[src/phx_settings.svh]
`ifndef PHX_SETTINGS_SVH
`define PHX_SETTINGS_SVH

// ==================================================
// Thread ready queue sizing
// ==================================================

// Number of hardware threads in the core
`define PHX_NTHREADS 8

// Bits needed to name one thread
`define PHX_TID_W 3

// Log2 of the number of FIFO slots
`define PHX_TQ_AW 3

// One slot always stays empty so that full and empty look different
`define PHX_TQ_CAP ((1 << `PHX_TQ_AW) - 1)

`endif

[src/phx_pkg.sv]
`include "phx_settings.svh"

package phx_pkg;

	// ==================================================
	// Thread queue types
	// ==================================================

	// Identifies one hardware thread
	typedef logic [`PHX_TID_W-1:0] tid_t;

	// One bit per thread, used for wake pulses and pending bits
	typedef logic [`PHX_NTHREADS-1:0] tmask_t;

	// Number of entries held in the thread-id FIFO
	typedef logic [`PHX_TQ_AW-1:0] tq_cnt_t;

	// Free FIFO entries as seen by the arbiter
	// Wide enough to hold the full capacity
	typedef logic [`PHX_TQ_AW-1:0] credit_t;

endpackage

[src/thread_fifo.sv]
`timescale 1ns/1ns
`include "phx_settings.svh"

module thread_fifo (
	input  logic             clk,
	input  logic             rst,
	input  logic             push,
	input  phx_pkg::tid_t    push_tid,
	input  logic             pop,
	output phx_pkg::tid_t    head_tid,
	output phx_pkg::tq_cnt_t tq_count,
	output logic             full,
	output logic             head_valid
);
	import phx_pkg::*;

	localparam int SLOTS = 1 << `PHX_TQ_AW;

	// Storage for queued thread ids
	tid_t mem [0:SLOTS-1];

	// Pointers are exactly as wide as the slot index and wrap on their own
	tq_cnt_t wr_ptr;
	tq_cnt_t rd_ptr;

	// ==================================================
	// Pointer update
	// ==================================================

	// Push and pop are independent, so a cycle with both moves both pointers
	// and the occupancy stays the same
	always_ff @(posedge clk) begin
		if (rst) begin
			wr_ptr <= '0;
			rd_ptr <= '0;
		end else begin
			if (push) begin
				wr_ptr <= wr_ptr + 1'b1;
			end
			if (pop) begin
				rd_ptr <= rd_ptr + 1'b1;
			end
		end
	end

	// The entry lands in the slot the write pointer names at the push edge
	always_ff @(posedge clk) begin
		if (push) begin
			mem[wr_ptr] <= push_tid;
		end
	end

	// ==================================================
	// Status and head
	// ==================================================

	// Modular difference of the pointers gives the occupancy directly
	assign tq_count = wr_ptr - rd_ptr;

	// Full at slots minus one, keeping one slot free
	assign full = (tq_count == tq_cnt_t'(`PHX_TQ_CAP));

	assign head_valid = (tq_count != '0);

	// The head is read straight from memory, so a pop takes it this cycle
	assign head_tid = mem[rd_ptr];

	// The arbiter's credit count must keep it from writing a full queue
	a_no_push_full: assert property (@(posedge clk) disable iff (rst)
		!(push && full))
		else $error("thread_fifo: push while full");

	// The issue stage must only pop while an entry is present
	a_no_pop_empty: assert property (@(posedge clk) disable iff (rst)
		!(pop && !head_valid))
		else $error("thread_fifo: pop while empty");

endmodule

[config.mk]
export PLATFORM = sky130hd
export DESIGN_NAME = thread_fifo
export DESIGN_NICKNAME = d
export VERILOG_FILES = /design/src/phx_pkg.sv /design/src/thread_fifo.sv
export VERILOG_INCLUDE_DIRS = /design/src /design/src/src
export SDC_FILE = /design/constraint.sdc
export NUM_CORES = 1
export LEC_CHECK = 0
export ABC_AREA = 0
export BUFFER_PORTS_ARGS = -buffer_cell sky130_fd_sc_hd__buf_4
export CAP_MARGIN = 20
export CORE_UTILIZATION = 56
export CTS_BUF_LIST = sky130_fd_sc_hd__clkbuf_4 sky130_fd_sc_hd__clkbuf_8 sky130_fd_sc_hd__clkbuf_16
export CTS_CLUSTER_DIAMETER = 100
export CTS_CLUSTER_SIZE = 8
export DETAILED_ROUTE_END_ITERATION = 10
export PLACE_DENSITY = 0.88
export SYNTH_ARGS = -nofsm -noshare
export SYNTH_HDL_FRONTEND = slang
export SYNTH_SLANG_ARGS = --single-unit
[constraint.sdc]
create_clock -name clk -period 1.5 [get_ports clk]
set_input_delay 0.15 -clock clk [delete_from_list [all_inputs] [get_ports clk]]
set_output_delay 0.15 -clock clk [all_outputs]
set_load 0.02 [all_outputs]
==> results.tsv, run 1 <==
metric	value	unit
synth_cell_types	20	
grt_pass1_vias	806	
wire_per_inst	16.7	um
critPathSlowestCell	dfxtp_2	
fin_hold_ws	0.0291	ns
multiInputGateArea	458	um2
grt_max_degree	11	
ys_seq_area_share	65.5	%
violations	setup timing	
r2r.worst_path.cells	3	
cp_slowest_stage_delay	0.35	ns
fin_cells	138	
drt_first_pass_iters	4	
antenna_found_initial	0	
maxSlewHeadroom	70.5	%
cts_root_buf	clkbuf_4	
cts_hold_buf	0	
route.detailed.drc	0	
period_share	130	%
pre_cts_slack	-0.143	ns
hp-start	rst	
antenna_cells	0	
required	1.35	ns
numPortBuffers	14	
dpl-instance-area	1570	um2
critPathLaunch	wr_ptr[0]	
setup_viol	7	
crit_top_cell	buf_6	
end_kind	output port	
cts_num_sinks	33	
cts_tree	yes	
power.density	1130	nW/um2
die_w	51.6	um
seqCellArea	903	um2
drtIter0Drc	37	
hold_path_depth	2	
synth.top_cell.area_share	52.4	%
ctsLongestPathBuffers	2	
ios	15	
cts_made_buffers	5	
track_usage	21.1	%
status	finished with violations	
synth_area	1380	um2
path_clk_slew	0.10	ns
critical_path_class	flop to output port	
core_region_area	2250	um2
fill_cells	165	
min_path_type	input port to flop	
slew_viol_final	0	
yosys_warnings	0	
critPathArrivalTime	1.80	ns
synth_fp_nets	95	
final_layout_size_suffix_gt1_share	44.5	%
critPathLaunchType	flop	
skew	0.0115	ns
path_max_fanout	3	
path_cells	inv_2 -> ha_4 -> fa_2 -> xnor3_2 -> buf_6 -> nand3_2 -> buf_6	
dr_total_vias	762	
dpl.hpwl	1.64	mm
drtAntennaViolNets	0	
syn_avg_cell_area	16.4	um2
period_minus_slack	1.95	ns
ir_drop	0.841	mV
htreeDepth	2	
r2r-end	mem[0][1]	
fmax	512	MHz
cap_violations	0	
worst-slew-pin-transition	0.439	ns
final_hold_viol_count	0	
synthCells	84	
die_area	2660	um2
rsz0062_at_grt	true	
nets	120	
fin_setup_tns	-2.57	ns
globalplace.congestion	0.739	
crit_family	adder cells	
p_total	1.88	mW
clock_latency	0.32	ns
min_to	wr_ptr[0]	
start_util	61.0	%
worst_slack	-0.452	ns
die_y	51.6	um
grt_pass1_wl	3.82	mm
syn2layout_area_growth	20.8	%
finalInstanceArea	1660	um2
finish.utilization	73.8	%
dp_cells	129	
ys_top_cells_by_area	edfxtp_1 (52%), dfxtp_1 (13%), mux4_1 (11%), ha_1 (2.7%), nor2_1 (2.7%)	
routed_wl	2.30	mm
vias_per_cell	5.52	
grt-ovfl-total	0	
rr_startpoint	wr_ptr[0]	
yosysTopAreaCell	edfxtp_1	
worst-r2r-setup-slack	0.10	ns
power.leakage	0.621	nW
ys_ff_latch	33	
rows	17	
crit_buf_inv	3	
## logic make-up (layout without fill, tap and decap cells)
logic type	Yosys count	count (layout)	synth area share [%]
XOR/XNOR	2	2	2.27
flip-flops	33	33	65.5
AND/OR/NAND/NOR	22	22	7.64
adder cells (fa/ha/maj)	4	4	4.18
buffers and inverters	7	33	2.55
AO/OA/AOI/OAI	5	5	2.55
multiplexers	11	11	15.4
## state kept, by name, indices dropped and copies added (netlist names), named ones only
| name | flops |
|---|---|
| mem | 24 |
| rd_ptr | 3 |
| wr_ptr | 3 |
## worst max path at each step
stage                  end  cells past startpoint
6_report        head_valid                      7
5_1_grt         head_valid                      7
4_1_cts         head_valid                      7
3_5_place_dp          full                      6
3_3_place_gp   head_tid[0]                      4
2_1_floorplan         full                      5
## synth_stat cells
cell	instances
edfxtp_1	24
inv_1	5
fa_1	1
mux2i_1	2
xnor3_1	1
dfxtp_1	9
nand2_1	2
ha_1	3
a21oi_1	3
nand3_1	1
a21bo_2	2
nor3_1	3
xnor2_1	1
nor2_1	10
mux4_1	6
mux2_2	3
buf_6	1
nand3b_1	2
clkbuf_2	1
nand2b_1	4
## layer usage
layer  wire length [um]  GRT usage, %  share of wire, %  up-vias
li1                   -             -                 -      362
met4                 30          8.11               1.3        0
met3                149          6.73               6.5        5
met2               1230          34.8                53       33
met1                899          26.0                39      362
met5                  0             0                 0        -
## layout by cell type (no fill, tap or decap), types with 3 or more instances in the layout
cell / n
dfxtp_1: 7
nand2b_1: 4
clkbuf_4: 6
inv_2: 3
buf_4: 11
buf_6: 8
edfxtp_1: 24
nor2_1: 10
a21oi_1: 3
mux4_2: 6
## timing repair
item,4_1_cts,5_1_grt
setup endpoints to repair,7,7
resized for setup,19,2
pin swaps,2,0
buffers inserted,1,0
## report_power, final
group | leakage (nW) | internal, mW | switching, mW
Combinational | 0.293 | 0.201 | 0.178
Clock | 0.0354 | 0.196 | 0.277
Sequential | 0.292 | 1.01 | 0.0202
## final cells by class
cell class	instances	area share, %
sequential	33	54.3
clock inverter	2	0.602
inverter	5	1.13
tap	28	2.11
timing repair buffer	20	11.6
clock buffer	6	2.71
multi-input combinational	44	27.5
No activity file was read; power rests on OpenSTA's default activity.
==> run 2, diff against run 1 <==
--- a/config.mk
+++ b/config.mk
@@ -14,7 +14,7 @@
 export CTS_CLUSTER_DIAMETER = 100
 export CTS_CLUSTER_SIZE = 8
 export DETAILED_ROUTE_END_ITERATION = 10
-export PLACE_DENSITY = 0.88
+export PLACE_DENSITY_LB_ADDON = 0.2
 export SYNTH_ARGS = -nofsm -noshare
 export SYNTH_HDL_FRONTEND = slang
 export SYNTH_SLANG_ARGS = --single-unit
==> results.tsv, run 2 (same netlist as run 1, synthesis figures left out) <==
metric	value	unit	change
maxSlewHeadroom	67.7	%	-2.8 points
grt_max_degree	10		-1
wire_per_inst	17.2	um	+3.2%
die_w	51.6	um	unchanged
core_region_area	2250	um2	unchanged
antenna_cells	0		unchanged
cap_violations	0		unchanged
worst-slew-pin-transition	0.481	ns	+0.0422 ns
ctsLongestPathBuffers	2		unchanged
layout_commonest_cell	edfxtp_1		
r2r-end	mem[1][1]		
htreeDepth	2		unchanged
cts_tree	yes		
die_area	2660	um2	unchanged
globalplace.congestion	0.695		-5.9%
antenna_found_initial	0		unchanged
cts_made_buffers	5		unchanged
r2r.worst_path.cells	3		unchanged
violations	setup timing		
drt_first_pass_iters	4		unchanged
rsz0062_at_grt	true		
grt_pass1_vias	776		-3.7%
fin_cells	138		unchanged
worst-r2r-setup-slack	0.19	ns	+0.09 ns
fill_cells	161		-2.4%
critPathArrivalTime	1.73	ns	-0.07 ns
end_kind	output port		
critPathLaunch	wr_ptr[0]		
p_total	1.90	mW	+1.0%
min_path_type	input port to flop		
dr_total_vias	768		+0.79%
finalInstanceArea	1660	um2	about the same
rr_startpoint	wr_ptr[0]		
vias_per_cell	5.57		+0.79%
track_usage	21.1	%	unchanged
dpl.hpwl	1.67	mm	+1.9%
path_clk_slew	0.09	ns	about the same
cts_num_sinks	33		unchanged
cts_root_buf	clkbuf_4		
required	1.35	ns	about the same
numPortBuffers	14		unchanged
reg_top3	mem (24), rd_ptr (3), wr_ptr (3)		
skew	0.00718	ns	-0.00430 ns
route.detailed.drc	0		unchanged
routed_wl	2.38	mm	+3.2%
seqCellArea	903	um2	unchanged
die_y	51.6	um	unchanged
critical_path_class	flop to output port		
crit_path_end	full		
drtIter0Drc	7		-81%
syn2layout_area_growth	20.9	%	about the same
finish.utilization	73.8	%	about the same
drtAntennaViolNets	0		unchanged
final_layout_size_suffix_gt1_share	42.7	%	-1.8 points
grt_pass1_wl	3.70	mm	-3.1%
ir_drop	0.814	mV	-3.2%
slew_viol_final	0		unchanged
nets	120		unchanged
top_register	mem		
largest_reg_flops	24		unchanged
fmax	531	MHz	+3.6%
final_cell_mix	edfxtp_1 (24), buf_4 (12), nor2_1 (10)		
rows	17		unchanged
dp_cells	130		+0.78%
period_minus_slack	1.88	ns	-0.0671 ns
multiInputGateArea	458	um2	unchanged
worst_slack	-0.385	ns	+0.0671 ns
setup_viol	7		unchanged
status	finished with violations		
dpl-instance-area	1580	um2	+0.48%
start_util	61.0	%	unchanged
ios	15		unchanged
pre_cts_slack	-0.124	ns	+0.0192 ns
period_share	126	%	-4.5 points
clock_latency	0.32	ns	about the same
final_hold_viol_count	0		unchanged
path_max_fanout	3		unchanged
cts_hold_buf	0		unchanged
grt-ovfl-total	0		unchanged
power.leakage	0.625	nW	+0.61%
power.density	1140	nW/um2	+0.97%
critPathLaunchType	flop		
-- run 2: cell count changes in the layout (fill, tap and decap cells not counted) --
cell,change
clkbuf_4,+2
clkinv_2,-2
inv_1,+2
inv_2,-2
buf_4,+1
buf_6,-1
-- run 2: routing by layer --
layer | share of wire, % | global-route usage [%] | wire [um]
met1 | 41 | 22.1 | 965
met2 | 55 | 38.7 | 1300
met3 | 2.9 | 6.14 | 68
met4 | 1.7 | 9.46 | 40
met5 | 0 | 0 | 0
-- run 2: layout make-up --
class	count	share of cell area, %
well taps	28	2.11
clock buffers	8	3.61
multi-input cells	44	27.5
inverters	5	1.13
flip-flops and latches	33	54.3
repair buffers	20	11.4
-- run 2: repair_timing --
action,CTS,global route
buffers inserted,0,0
pin swaps,2,0
endpoints found under the setup margin,7,7
gates resized for setup,17,1
-- run 2: worst min-delay path by stage --
stage                     startpoint   endpoint  slack (ns)  cells past startpoint
final                            rst  wr_ptr[0]        0.03                      2
after global routing             rst  wr_ptr[2]        0.03                      2
after CTS                        rst  wr_ptr[0]        0.02                      2
after detailed placement         rst  wr_ptr[0]        0.37                      2
after global placement           rst  wr_ptr[0]        0.37                      2
after floorplan                  rst  wr_ptr[0]        0.21                      1
-- run 2: critical path: stages, from the launching register on --
cell and delay, ns:
dfxtp_2 0.34, inv_2 0.04, ha_4 0.15, fa_2 0.32
xnor3_2 0.28, nor3_4 0.14, buf_6 0.14
-- run 2: through the flow --
| step | hold WS, ns | TNS (ns) |
|---|---|---|
| final | 0.0298 | -2.37 |
| after detailed placement | 0.369 | -0.412 |
| after floorplan | 0.212 | -0.0790 |
| after global routing | 0.0307 | -2.75 |
| after global placement | 0.369 | -0.314 |
| after CTS | 0.0208 | -2.42 |
-- run 2: report_power, final --
group          total [mW]  internal (mW)  switching (mW)  leakage, nW
registers            1.03           1.01          0.0205        0.292
logic               0.369          0.193           0.176        0.296
clock network       0.503          0.241           0.262       0.0368
total                1.90           1.44           0.458        0.625
==> run 3, diff against run 2 <==
--- a/config.mk
+++ b/config.mk
@@ -9,6 +9,7 @@
 export ABC_AREA = 0
 export BUFFER_PORTS_ARGS = -buffer_cell sky130_fd_sc_hd__buf_4
 export CAP_MARGIN = 20
+export CORE_MARGIN = 2
 export CORE_UTILIZATION = 56
 export CTS_BUF_LIST = sky130_fd_sc_hd__clkbuf_4 sky130_fd_sc_hd__clkbuf_8 sky130_fd_sc_hd__clkbuf_16
 export CTS_CLUSTER_DIAMETER = 100
==> results.tsv, run 3 (same netlist as run 1, synthesis figures left out) <==
metric	value	unit	change
min_to	wr_ptr[0]		
grt_pass1_vias	764		-1.5%
track_usage	19.7	%	-1.4 points
r2r-end	mem[6][2]		
worst-slew-pin-transition	0.488	ns	+0.00691 ns
dp_cells	130		unchanged
ctsLongestPathBuffers	2		unchanged
finish.utilization	73.9	%	+0.080 points
fin_cells	139		+0.72%
dr_total_vias	742		-3.4%
crit_family	adder cells		
cap_violations	0		unchanged
drtAntennaViolNets	0		unchanged
r2r.worst_path.cells	4		+1
critical_path_class	flop to output port		
htreeDepth	2		unchanged
multiInputGateArea	462	um2	+0.82%
setup_viol	7		unchanged
cp_slowest_stage_delay	0.34	ns	about the same
drt_first_pass_iters	4		unchanged
layout_commonest_cell	edfxtp_1		
nets	121		+0.83%
final_hold_viol_count	0		unchanged
critPathLaunchType	flop		
path_cells	inv_2 -> ha_4 -> fa_2 -> xnor3_2 -> nor3_4 -> buf_6		
reg_top3	mem (24), rd_ptr (3), wr_ptr (3)		
min_path_type	input port to flop		
ir_drop	0.840	mV	+3.1%
vias_per_cell	5.34		-4.1%
cts_made_buffers	5		unchanged
rr_startpoint	wr_ptr[0]		
die_area	2870	um2	+7.9%
start_util	60.5	%	-0.57 points
period_share	126	%	+0.60 points
maxSlewHeadroom	67.2	%	-0.46 points
syn2layout_area_growth	22.2	%	
antenna_found_initial	0		unchanged
fmax	528	MHz	-0.47%
rows	17		unchanged
grt-ovfl-total	0		unchanged
cts_tree	yes		
routed_wl	2.35	mm	-1.1%
path_clk_slew	0.09	ns	about the same
skew	0.00463	ns	-0.00255 ns
final_layout_size_suffix_gt1_share	45.0	%	+2.3 points
rsz0062_at_grt	true		
status	finished with violations		
critPathSlowestCell	dfxtp_2		
globalplace.congestion	0.705		+1.5%
numPortBuffers	14		unchanged
grt_max_degree	11		+1
hold_path_depth	2		unchanged
path_max_fanout	3		unchanged
core_region_area	2280	um2	+0.94%
route.detailed.drc	0		unchanged
power.density	1150	nW/um2	+0.96%
grt_pass1_wl	3.64	mm	-1.5%
fill_cells	145		-9.9%
power.leakage	0.632	nW	+1.2%
critPathArrivalTime	1.74	ns	about the same
violations	setup timing		
largest_reg_flops	24		unchanged
seqCellArea	903	um2	unchanged
hp-start	rst		
crit_buf_inv	2		unchanged
fin_setup_tns	-2.35	ns	+0.0110 ns
cts_num_sinks	33		unchanged
worst_slack	-0.394	ns	-0.00897 ns
ios	15		unchanged
period_minus_slack	1.89	ns	+0.00897 ns
fin_hold_ws	0.0305	ns	+0.000734 ns
top_register	mem		
final_cell_mix	edfxtp_1 (24), buf_4 (13), nor2_1 (10)		
clock_latency	0.32	ns	about the same
dpl.hpwl	1.64	mm	-1.9%
cts_root_buf	clkbuf_4		
drtIter0Drc	9		+2
die_y	53.6	um	+3.9%
end_kind	output port		
required	1.35	ns	about the same
worst-r2r-setup-slack	0.10	ns	-0.09 ns
antenna_cells	0		unchanged
die_w	53.6	um	+3.9%
slew_viol_final	0		unchanged
wire_per_inst	16.9	um	-1.8%
critPathLaunch	wr_ptr[0]		
==> run 3: cell types whose count changed in the layout (fill, tap and decap cells not counted) <==
cell	delta
mux2_2	-1
buf_4	+1
mux2_4	+1
inv_2	+2
clkbuf_4	-1
clkbuf_8	+1
inv_1	-2
==> run 3: layout make-up <==
type	instances	share of cell area [%]
repair buffers	21	11.7
inverters	5	1.12
flip-flops and latches	33	53.7
clock buffers	8	3.94
multi-input cells	44	27.5
well taps	28	2.08
==> run 3: timing repair <==
action,in CTS,in global routing
pin swaps,2,0
setup buffers,0,1
resized for setup,21,0
hold buffers,0,0
endpoints found under the setup margin,7,7
==> run 3: metal layers <==
metal	routed length [um]	share of wire, %	up-vias	track usage [%]
met2	1180	50	20	32.9
met1	1000	43	345	22.2
met5	0	0	-	0
li1	-	-	368	-
met4	74	3.1	0	12.8
met3	91	3.9	9	5.56
==> run 3: how the worst max path moves through the flow <==
stage,end,slack [ns],cells past startpoint
2_1_floorplan,full,-0.08,5
3_3_place_gp,head_tid[2],-0.11,4
3_5_place_dp,head_tid[2],-0.16,4
4_1_cts,head_tid[2],-0.40,4
5_1_grt,full,-0.47,6
6_report,full,-0.39,6
==> run 3: report_power, final <==
group          internal, mW  total [mW]  switching (mW)  leakage [nW]
combinational         0.199       0.376           0.177         0.301
sequential             1.01        1.03          0.0198         0.292
clock                 0.267       0.535           0.268        0.0394
total                  1.47        1.94           0.464         0.632
==> run 3: per-stage QoR <==
step	area (um2)	total power, mW	setup slack (ns)
global placement	1580	1.36	-0.108
detailed placement	1580	1.37	-0.160
global route	1680	2.01	-0.469
finish	1680	1.94	-0.394
floorplan	1400	1.24	-0.0790
CTS	1670	1.94	-0.397
==> run 3: worst reg2reg max path, stage by stage, from the launching register on <==
cell	delay (ns)
dfxtp_2	0.33
buf_4	0.12
buf_4	0.13
nand2b_1	0.21
nor2_1	0.29
